<file path="config.mk">
export PLATFORM = sky130hd
export DESIGN_NAME = cache_ctrl_flat
export DESIGN_NICKNAME = d
export VERILOG_FILES = /design/src/common/cache_pkg.sv /design/src/common/cache_port_if.sv /design/src/rtl/cache_ctrl.sv /design/src/flat_wrapper.sv
export SDC_FILE = /design/constraint.sdc
export NUM_CORES = 1
export LEC_CHECK = 0
export BUFFER_PORTS_ARGS = -buffer_cell sky130_fd_sc_hd__buf_4
export CAP_MARGIN = 20
export CORE_AREA = 2 2 128 130
export CTS_CLUSTER_DIAMETER = 30
export CTS_CLUSTER_SIZE = 28
export DETAILED_ROUTE_END_ITERATION = 10
export DIE_AREA = 0 0 130 132
export SLEW_MARGIN = 0
export SYNTH_ARGS = -nofsm -noshare
export SYNTH_HDL_FRONTEND = slang
export SYNTH_SLANG_ARGS = --single-unit
</file>
<file path="constraint.sdc">
create_clock -name clk -period 2.95 [get_ports clk]
set_input_delay 0.295 -clock clk [delete_from_list [all_inputs] [get_ports clk]]
set_output_delay 0.295 -clock clk [all_outputs]
set_load 0.01 [all_outputs]
</file>
<file path="src/common/cache_pkg.sv">
package cache_pkg;

    ////////////////////
    // Cache geometry
    ////////////////////

    // Word select within a line
    localparam int OFFSET_WIDTH    = 3;
    // Set select
    localparam int INDEX_WIDTH     = 6;
    // Byte address minus the two byte-select bits
    localparam int WORD_ADDR_WIDTH = 30;
    localparam int TAG_WIDTH       = WORD_ADDR_WIDTH - INDEX_WIDTH - OFFSET_WIDTH;
    localparam int LINE_WORDS      = 1 << OFFSET_WIDTH;
    localparam int NUM_SETS        = 1 << INDEX_WIDTH;

    // Data word and its byte lanes
    localparam int WORD_WIDTH      = 32;
    localparam int BYTES_PER_WORD  = WORD_WIDTH / 8;

    ////////////////////
    // Vector types
    ////////////////////

    typedef logic [WORD_WIDTH-1:0]      word_t;
    typedef logic [BYTES_PER_WORD-1:0]  byte_en_t;
    typedef logic [WORD_ADDR_WIDTH-1:0] word_addr_t;
    typedef logic [TAG_WIDTH-1:0]       tag_t;
    typedef logic [INDEX_WIDTH-1:0]     index_t;
    typedef logic [OFFSET_WIDTH-1:0]    offset_t;

    ////////////////////
    // Controller FSM
    ////////////////////

    typedef enum logic [1:0] {
        IDLE,
        LOOKUP,
        WRITEBACK,
        REFILL
    } ctrl_state_t;

endpackage

</file>
<file path="src/common/cache_port_if.sv">
interface cache_port_if;

    // Request fields toward the array
    logic                 enable;
    cache_pkg::index_t    index;
    cache_pkg::offset_t   word_sel;
    logic                 cmp;
    logic                 write;
    cache_pkg::tag_t      tag_in;
    cache_pkg::word_t     data_in;
    logic                 valid_in;
    cache_pkg::byte_en_t  byte_w_en;

    // Result fields back to the requester
    logic                 hit;
    logic                 dirty;
    cache_pkg::tag_t      tag_out;
    cache_pkg::word_t     data_out;
    logic                 valid_out;

    modport ctrl (
        output enable, index, word_sel, cmp, write, tag_in, data_in, valid_in, byte_w_en,
        input  hit, dirty, tag_out, data_out, valid_out
    );

    modport array (
        input  enable, index, word_sel, cmp, write, tag_in, data_in, valid_in, byte_w_en,
        output hit, dirty, tag_out, data_out, valid_out
    );

endinterface

</file>
<file path="src/rtl/cache_ctrl.sv">
module cache_ctrl (
    input  logic                  clk,
    input  logic                  rst,
    input  logic                  cpu_req,
    input  logic                  cpu_we,
    input  cache_pkg::word_addr_t cpu_addr,
    input  cache_pkg::word_t      cpu_wdata,
    input  cache_pkg::byte_en_t   cpu_be,
    output logic                  cpu_ready,
    output logic                  cpu_done,
    output cache_pkg::word_t      cpu_rdata,
    output logic                  mem_rd,
    output logic                  mem_wr,
    output cache_pkg::word_addr_t mem_addr,
    output cache_pkg::word_t      mem_wdata,
    input  logic                  mem_ack,
    input  cache_pkg::word_t      mem_rdata,
    cache_port_if.ctrl            arr
);

    cache_pkg::ctrl_state_t state;
    cache_pkg::ctrl_state_t state_next;
    // Word within the line being moved
    cache_pkg::offset_t     cnt;
    logic                   last_word;

    // Captured request
    logic                   req_we;
    cache_pkg::word_addr_t  req_addr;
    cache_pkg::word_t       req_wdata;
    cache_pkg::byte_en_t    req_be;
    cache_pkg::tag_t        req_tag;
    cache_pkg::index_t      req_index;
    cache_pkg::offset_t     req_offset;

    // Address fields, tag above index above offset
    assign req_offset = req_addr[cache_pkg::OFFSET_WIDTH-1:0];
    assign req_index  = req_addr[cache_pkg::OFFSET_WIDTH +: cache_pkg::INDEX_WIDTH];
    assign req_tag    = req_addr[cache_pkg::OFFSET_WIDTH + cache_pkg::INDEX_WIDTH +:
                                 cache_pkg::TAG_WIDTH];
    assign last_word  = (cnt == cache_pkg::offset_t'(cache_pkg::LINE_WORDS - 1));

    always_ff @(posedge clk) begin
        if (state == cache_pkg::IDLE && cpu_req) begin
            req_we    <= cpu_we;
            req_addr  <= cpu_addr;
            req_wdata <= cpu_wdata;
            req_be    <= cpu_be;
        end
    end

    ////////////////////
    // State and counter
    ////////////////////

    always_ff @(posedge clk) begin
        if (rst) begin
            state <= cache_pkg::IDLE;
            cnt   <= '0;
        end else begin
            state <= state_next;
            // Wraps to zero after the last word of each burst
            if ((state == cache_pkg::WRITEBACK || state == cache_pkg::REFILL) && mem_ack) begin
                cnt <= cnt + 1'b1;
            end
        end
    end

    always_comb begin
        state_next = state;
        case (state)
            cache_pkg::IDLE:      if (cpu_req) state_next = cache_pkg::LOOKUP;
            cache_pkg::LOOKUP: begin
                if (arr.hit) begin
                    state_next = cache_pkg::IDLE;
                end else if (arr.valid_out && arr.dirty) begin
                    state_next = cache_pkg::WRITEBACK;
                end else begin
                    state_next = cache_pkg::REFILL;
                end
            end
            cache_pkg::WRITEBACK: if (mem_ack && last_word) state_next = cache_pkg::REFILL;
            cache_pkg::REFILL:    if (mem_ack && last_word) state_next = cache_pkg::LOOKUP;
            default:              state_next = cache_pkg::IDLE;
        endcase
    end

    ////////////////////
    // Array requests
    ////////////////////

    always_comb begin
        arr.enable    = 1'b0;
        arr.index     = req_index;
        arr.word_sel  = req_offset;
        arr.cmp       = 1'b0;
        arr.write     = 1'b0;
        arr.tag_in    = req_tag;
        arr.data_in   = req_wdata;
        arr.valid_in  = 1'b0;
        arr.byte_w_en = req_be;
        case (state)
            cache_pkg::LOOKUP: begin
                // Store only lands if a way hits
                arr.enable = 1'b1;
                arr.cmp    = 1'b1;
                arr.write  = req_we;
            end
            cache_pkg::WRITEBACK: begin
                arr.enable   = 1'b1;
                arr.word_sel = cnt;
            end
            cache_pkg::REFILL: begin
                // One word per ack, line valid on the last one
                arr.enable   = 1'b1;
                arr.word_sel = cnt;
                arr.write    = mem_ack;
                arr.data_in  = mem_rdata;
                arr.valid_in = last_word;
            end
            default: ;
        endcase
    end

    ////////////////////
    // CPU and memory side
    ////////////////////

    assign cpu_ready = (state == cache_pkg::IDLE);
    assign cpu_done  = (state == cache_pkg::LOOKUP) && arr.hit;
    assign cpu_rdata = arr.data_out;

    assign mem_rd    = (state == cache_pkg::REFILL);
    assign mem_wr    = (state == cache_pkg::WRITEBACK);
    // Write-back goes to the victim's old tag
    assign mem_addr  = mem_wr ? {arr.tag_out, req_index, cnt} : {req_tag, req_index, cnt};
    assign mem_wdata = arr.data_out;

endmodule

</file>
<file path="src/flat_wrapper.sv">
// flat-port wrapper written by rule: the top's interface ports become plain ports
module cache_ctrl_flat 
  (clk, rst, cpu_req, cpu_we, cpu_addr, cpu_wdata, cpu_be, cpu_ready, cpu_done, cpu_rdata, mem_rd, mem_wr, mem_addr, mem_wdata, mem_ack, mem_rdata, arr_enable, arr_index, arr_word_sel, arr_cmp, arr_write, arr_tag_in, arr_data_in, arr_valid_in, arr_byte_w_en, arr_hit, arr_dirty, arr_tag_out, arr_data_out, arr_valid_out);
  cache_port_if arr_i ();
  input  logic clk;
  input  logic rst;
  input  logic cpu_req;
  input  logic cpu_we;
  input  cache_pkg::word_addr_t cpu_addr;
  input  cache_pkg::word_t cpu_wdata;
  input  cache_pkg::byte_en_t cpu_be;
  output logic cpu_ready;
  output logic cpu_done;
  output cache_pkg::word_t cpu_rdata;
  output logic mem_rd;
  output logic mem_wr;
  output cache_pkg::word_addr_t mem_addr;
  output cache_pkg::word_t mem_wdata;
  input  logic mem_ack;
  input  cache_pkg::word_t mem_rdata;
  output wire logic [$bits(arr_i.enable)-1:0] arr_enable;
  output wire logic [$bits(arr_i.index)-1:0] arr_index;
  output wire logic [$bits(arr_i.word_sel)-1:0] arr_word_sel;
  output wire logic [$bits(arr_i.cmp)-1:0] arr_cmp;
  output wire logic [$bits(arr_i.write)-1:0] arr_write;
  output wire logic [$bits(arr_i.tag_in)-1:0] arr_tag_in;
  output wire logic [$bits(arr_i.data_in)-1:0] arr_data_in;
  output wire logic [$bits(arr_i.valid_in)-1:0] arr_valid_in;
  output wire logic [$bits(arr_i.byte_w_en)-1:0] arr_byte_w_en;
  input wire logic [$bits(arr_i.hit)-1:0] arr_hit;
  input wire logic [$bits(arr_i.dirty)-1:0] arr_dirty;
  input wire logic [$bits(arr_i.tag_out)-1:0] arr_tag_out;
  input wire logic [$bits(arr_i.data_out)-1:0] arr_data_out;
  input wire logic [$bits(arr_i.valid_out)-1:0] arr_valid_out;
  assign arr_enable = arr_i.enable;
  assign arr_index = arr_i.index;
  assign arr_word_sel = arr_i.word_sel;
  assign arr_cmp = arr_i.cmp;
  assign arr_write = arr_i.write;
  assign arr_tag_in = arr_i.tag_in;
  assign arr_data_in = arr_i.data_in;
  assign arr_valid_in = arr_i.valid_in;
  assign arr_byte_w_en = arr_i.byte_w_en;
  assign arr_i.hit = arr_hit;
  assign arr_i.dirty = arr_dirty;
  assign arr_i.tag_out = arr_tag_out;
  assign arr_i.data_out = arr_data_out;
  assign arr_i.valid_out = arr_valid_out;
  cache_ctrl u_core (.clk(clk), .rst(rst), .cpu_req(cpu_req), .cpu_we(cpu_we), .cpu_addr(cpu_addr), .cpu_wdata(cpu_wdata), .cpu_be(cpu_be), .cpu_ready(cpu_ready), .cpu_done(cpu_done), .cpu_rdata(cpu_rdata), .mem_rd(mem_rd), .mem_wr(mem_wr), .mem_addr(mem_addr), .mem_wdata(mem_wdata), .mem_ack(mem_ack), .mem_rdata(mem_rdata), .arr(arr_i));
endmodule
</file>
==> impl_metrics.json, run 1 <==
{
  "dp_cells": 614,
  "synth_top_area_share_pct": 53.05,
  "cts_buffers": 9,
  "clk_pin_slew_worst_paths_ps": 70,
  "worstPathCellList": "ha_1 -> buf_4 -> mux2_1 -> buf_4",
  "power.switching_mw": 0.7570,
  "postCtsSetupRepairBufs": 0,
  "synthesis.area_um2": 3792,
  "hold_slack_ps": 124.4,
  "slew_violations": 0,
  "cp-startpoint": "u_core.state[1]",
  "p_total_mw": 2.889,
  "rsz0062_at_grt": "false",
  "die-area_um2": 17160,
  "cp_max_fo": 38,
  "status": "finished clean",
  "p_int_mw": 2.132,
  "pwr-share-comb_pct": 19.7,
  "ys_types": 24,
  "grt_max_degree": 50,
  "crit_type": "flop to primary output",
  "min_from": "cpu_wdata[19]",
  "fin_setup_tns_ps": 0,
  "drt_wl_total_um": 11940,
  "clock-sinks": 72,
  "ys_ff_latch": 72,
  "dieHeight_um": 132,
  "drc": 0,
  "via_per_inst": 3.933,
  "critPathMostFrequentCell": "buf_4",
  "grt_pass1_vias": 2623,
  "synth_area_leaders": "edfxtp_1 (53%), buf_4 (20%), mux2_1 (14%)",
  "cp.buffers_inverters": 2,
  "p_per_area_nw_per_um2": 540.7,
  "worst_pin_slew_ps": 486.3,
  "setup_viol": 0,
  "worstPathRequired_ps": 2650,
  "ys.warnings.count": 0,
  "leakage_nw": 2.284,
  "dp_hpwl_um": 9803,
  "post-route-period-util_pct": 77.77,
  "min_path_type": "primary input to flop",
  "drt_first_pass_iters": 4,
  "overflow": 0,
  "yosys.area.top_type": "edfxtp_1",
  "slew_headroom_pct": 67.58,
  "clk_latency_ps": 340,
  "worst_ir_drop_vdd_mv": 0.2606,
  "pin_count": 327,
  "antenna_left": 0,
  "seqPwrFrac_pct": 43.8,
  "grt_pass1_wl_um": 16590,
  "vias": 2478,
  "instances_no_fill": 630,
  "root_buffer": "clkbuf_16",
  "hold_viol": 0,
  "avgSynthCellArea_um2": 14.15,
  "cts.repair.resized": 0,
  "synthTopCellsByCount": "buf_4 (101), edfxtp_1 (67), mux2_1 (47)",
  "crit_arrival_ps": 2000,
  "pwr-share-clk_pct": 36.5,
  "htreeDepth": 3,
  "antenna_cells": 0,
  "ys_seq_area_share_pct": 55.69,
  "finalClockSkew_ps": 5.793,
  "crit_slowest_cell": "dfxtp_1",
  "portBuffers": 230,
  "die_w_um": 130,
  "place_congestion": 0.7545,
  "drt-initial-drc-count": 67,
  "finalNetCount": 574,
  "finalCriticalPeriod_ps": 2294,
  "cp_top_family": "buffers and inverters",
  "synth.most_common_cell": "buf_4",
  "row_count": 46,
  "worstSetupStartpointType": "flop",
  "syn_to_final_growth_pct": 40.88,
  "cts_buffer_depth": 2,
  "core_um2": 15710,
  "ys.flop_type": "edfxtp_1",
  "synth_edf_count": 67,
  "critPathCaptureType": "primary output",
  "syn_inst": 268,
  "drv_cap": 0,
  "critPathMaxStageDelay_ps": 490,
  "antenna_found_initial": 0,
  "drive_above_1_share_pct": 63.29,
  "start_util_pct": 24.14,
  "async_flop_share_pct": 0,
  "reg2reg_from": "u_core.state[1]",
  "cts_hold_buffers": 0,
  "groute.usage.overall_pct": 13.47,
  "max_freq_ghz": 0.4359,
  "post_drt_wl_per_cell_um": 18.96,
  "cts_tree": "yes",
  "syn-num-nets": 433,
  "sw_frac_of_total_pct": 26.20
}
-- path summary, 6_finish.rpt --
kind / cells after the start / slack, ps / end
max: 4 / 660 / arr_data_in[13]
min: 1 / 120 / u_core.req_wdata[19]
max reg2reg: 4 / 1120 / u_core.req_wdata[9]
min reg2reg: 2 / 500 / u_core.cnt[2]
-- per-layer routing --
layer | track usage (%) | up-vias | routed length (um)
met4 | 5.735 | 0 | 293
met2 | 24.35 | 208 | 6410
met5 | 0 | - | 0
li1 | - | 1136 | -
met1 | 12.97 | 1116 | 3761
met3 | 6.209 | 18 | 1477
-- power groups by stage --
| stage | combinational (mW) | clock, mW | sequential (mW) |
|---|---|---|---|
| after floorplan | 0.341 | 0 | 1.28 |
| after global placement | 0.575 | 0 | 1.29 |
| after detailed placement | 0.582 | 0 | 1.29 |
| after CTS | 0.585 | 1.10 | 1.27 |
| after global routing | 0.616 | 1.14 | 1.27 |
| final | 0.569 | 1.06 | 1.26 |
-- final cells by class --
| type | count | area, um^2 |
|---|---|---|
| Inverter | 3 | 11.26 |
| Sequential cell | 72 | 2112 |
| Tap cell | 216 | 270.3 |
| Clock inverter | 7 | 62.56 |
| Fill cell | 1571 | 10370 |
| Multi-Input combinational cell | 89 | 892.1 |
| Clock buffer | 9 | 225.2 |
| Timing Repair Buffer | 234 | 1769 |
-- cells by family after synthesis --
group	count (synthesis)	share of synthesized area [%]
AOI/OAI and AO/OA	10	2.474
xor gates and xnor gates	1	0.2310
adders and majority gates	6	1.979
buffers and inverters	107	20.85
DFF	72	55.69
muxes	56	16.63
and+or+nand+nor	16	2.144
-- metrics by stage --
stage / utilization (%) / setup slack, ps / area (um^2)
2_1_floorplan: - / 196.9 / 3792
3_3_place_gp: 32.17 / 1041 / 5055
3_5_place_dp: 32.17 / 986.0 / 5055
4_1_cts: 34.00 / 602.7 / 5343
5_1_grt: 34.00 / 514.4 / 5343
6_report: 34.00 / 655.7 / 5343
-- registers in the layout, summed over array words and instances (netlist names) --
register	cells
u_core.arr.byte_w_en	4
u_core.req_wdata	32
u_core.req_we	1
u_core.state	2
u_core.req_addr	30
u_core.cnt	3
-- layout by cell type (no fill, tap or decap), drive strengths merged, types with 2 or more instances in the layout --
cell / count
clkbuf: 9
nor2: 2
and2: 3
nand2: 4
edfxtp: 67
clkinv: 3
inv: 6
dfxtp: 5
nand3: 2
mux2: 56
buf: 234
ha: 6
nor2b: 2
nand2b: 2
a21oi: 4
-- worst reg2reg max path: cells and delay by family (launching register included) --
| kind | cells | cell delay [ps] |
|---|---|---|
| and+or+nand+nor | 1 | 380 |
| adders and majority gates | 1 | 260 |
| DFF | 1 | 400 |
| buffers and inverters | 2 | 410 |
Power figures use the tool's default switching activity.
==> inputs of run 2 (changes only) <==
==> constraint.sdc (replaced) <==
create_clock -name clk -period 2.3 [get_ports clk]
set_input_delay 0.23 -clock clk [delete_from_list [all_inputs] [get_ports clk]]
set_output_delay 0.23 -clock clk [all_outputs]
set_load 0.01 [all_outputs]
==> run 2 against run 1 <==
Wire length shrank 2.0%. Critical path depth unchanged. Via count rose by 0.32%. Global-route usage fell by 0.42 points. Core utilization rose by 0.10 points. Largest power group unchanged.
==> impl_metrics.json, run 2 (synthesized netlist as in run 1, its figures left out) <==
{
  "die_w_um": 130,
  "drive_above_1_share_pct": 63.13,
  "clock-sinks": 72,
  "clk_pin_slew_worst_paths_ps": 60,
  "cts_tree": "yes",
  "top_register": "u_core.req_wdata",
  "hold_end": "u_core.req_wdata[4]",
  "final_cell_mix": "buf_4 (232), edfxtp_1 (67), mux2_1 (47)",
  "drt_wl_total_um": 11700,
  "overflow": 0,
  "antenna_cells": 0,
  "portBuffers": 230,
  "row_count": 46,
  "slew_violations": 0,
  "postCtsSetupRepairBufs": 0,
  "largest_reg_flops": 32,
  "cts_hold_buffers": 0,
  "worst_ir_drop_vdd_mv": 0.2774,
  "clk_latency_ps": 330,
  "pre_cts_slack_ps": 545.0,
  "cts_buffer_depth": 2,
  "crit_arrival_ps": 1840,
  "post-route-period-util_pct": 90.12,
  "grt_pass1_vias": 2638,
  "layout_commonest_cell": "buf_4",
  "p_per_area_nw_per_um2": 680.1,
  "cp_max_fo": 38,
  "critPathMaxStageDelay_ps": 480,
  "drc": 0,
  "start_util_pct": 24.14,
  "min_path_type": "primary input to flop",
  "drv_cap": 0,
  "place_area_um2": 5087,
  "grt_max_degree": 39,
  "fin_setup_tns_ps": 0,
  "final-seq-area_um2": 2112,
  "hold_depth": 1,
  "utilization_pct": 34.11,
  "cp.buffers_inverters": 2,
  "cts.repair.resized": 0,
  "leakage_nw": 2.287,
  "via_per_inst": 3.940,
  "root_buffer": "clkbuf_16",
  "rsz0062_at_grt": "false",
  "worstSetupStartpointType": "flop",
  "final_area_um2": 5359,
  "setup_viol": 0,
  "reg2reg_from": "u_core.state[1]",
  "wl_met1_um": 3676,
  "cts_buffers": 9,
  "groute.usage.overall_pct": 13.05,
  "wl_met2_um": 6372,
  "hold_viol": 0,
  "p_total_mw": 3.645,
  "vias": 2486,
  "finalClockSkew_ps": 8.168,
  "worstPathCellList": "ha_1 -> buf_12 -> mux2_1 -> buf_4",
  "status": "finished clean",
  "dr.max_layer_used": "met4",
  "syn_to_final_growth_pct": 41.31,
  "multiInputGateArea_um2": 892.1,
  "crit_type": "flop to primary output",
  "finalCriticalPeriod_ps": 2073,
  "antenna_found_initial": 0,
  "r2r-end": "u_core.req_addr[8]",
  "core_um2": 15710,
  "dp_hpwl_um": 9662,
  "dieHeight_um": 132,
  "slew_headroom_pct": 77.48,
  "final.fill_count": 1581,
  "r2r_slack_ps": 590,
  "die-area_um2": 17160,
  "worst_pin_slew_ps": 337.1,
  "post_drt_wl_per_cell_um": 18.55,
  "pin_count": 327,
  "hold_slack_ps": 66.86,
  "drt-initial-drc-count": 93,
  "rr_worst_depth": 4,
  "crit_slowest_cell": "dfxtp_1",
  "critPathCaptureType": "primary output",
  "antenna_left": 0,
  "grt_pass1_wl_um": 16330,
  "final.setup.worst_slack_ps": 227.2,
  "cp_top_family": "flip-flops",
  "max_freq_ghz": 0.4824,
  "min_from": "cpu_wdata[4]",
  "instances_no_fill": 631,
  "finalNetCount": 575,
  "wl_met3_um": 1500,
  "htreeDepth": 3,
  "drt_first_pass_iters": 4,
  "place_congestion": 0.7353,
  "dp_cells": 615,
  "worstPathRequired_ps": 2070
}
==> run 2: cell types whose count changed in the layout (fill, tap and decap cells not counted), sizes merged <==
cell | previous run | this run
clkinvlp | 1 | 2
inv | 6 | 4
buf | 234 | 235
clkinv | 3 | 4
==> run 2: metal layers <==
metal  vias to the layer above  global-route usage [%]
met4                         0                   4.122
met1                      1144                   12.52
met3                        12                   6.169
li1                       1135                       -
met5                         -                       0
met2                       195                   24.23
==> run 2: power breakdown <==
group / switching [mW] / internal (mW)
clock network: 0.560 / 0.728
logic: 0.314 / 0.419
registers: 0.0506 / 1.57
total: 0.924 / 2.72
==> run 2: worst max-delay path by stage <==
stage	slack, ps	cells after the start	end	from
finish	230	4	arr_data_in[25]	u_core.state[1]
global route	110	4	mem_addr[15]	u_core.state[1]
CTS	180	4	arr_data_in[25]	u_core.state[1]
detailed placement	540	4	arr_data_in[25]	u_core.state[1]
global placement	590	4	arr_data_in[25]	u_core.state[1]
floorplan	280	3	u_core.arr.byte_w_en[0]	u_core.state[1]
==> run 2: layout make-up <==
cell class                 instances  share of cell area (%)
inverter                           3                  0.2101
sequential                        72                   39.41
clock buffer                       9                   4.203
tap                              216                   5.043
timing repair buffer             235                   33.62
multi-input combinational         89                   16.65
clock inverter                     7                  0.8639
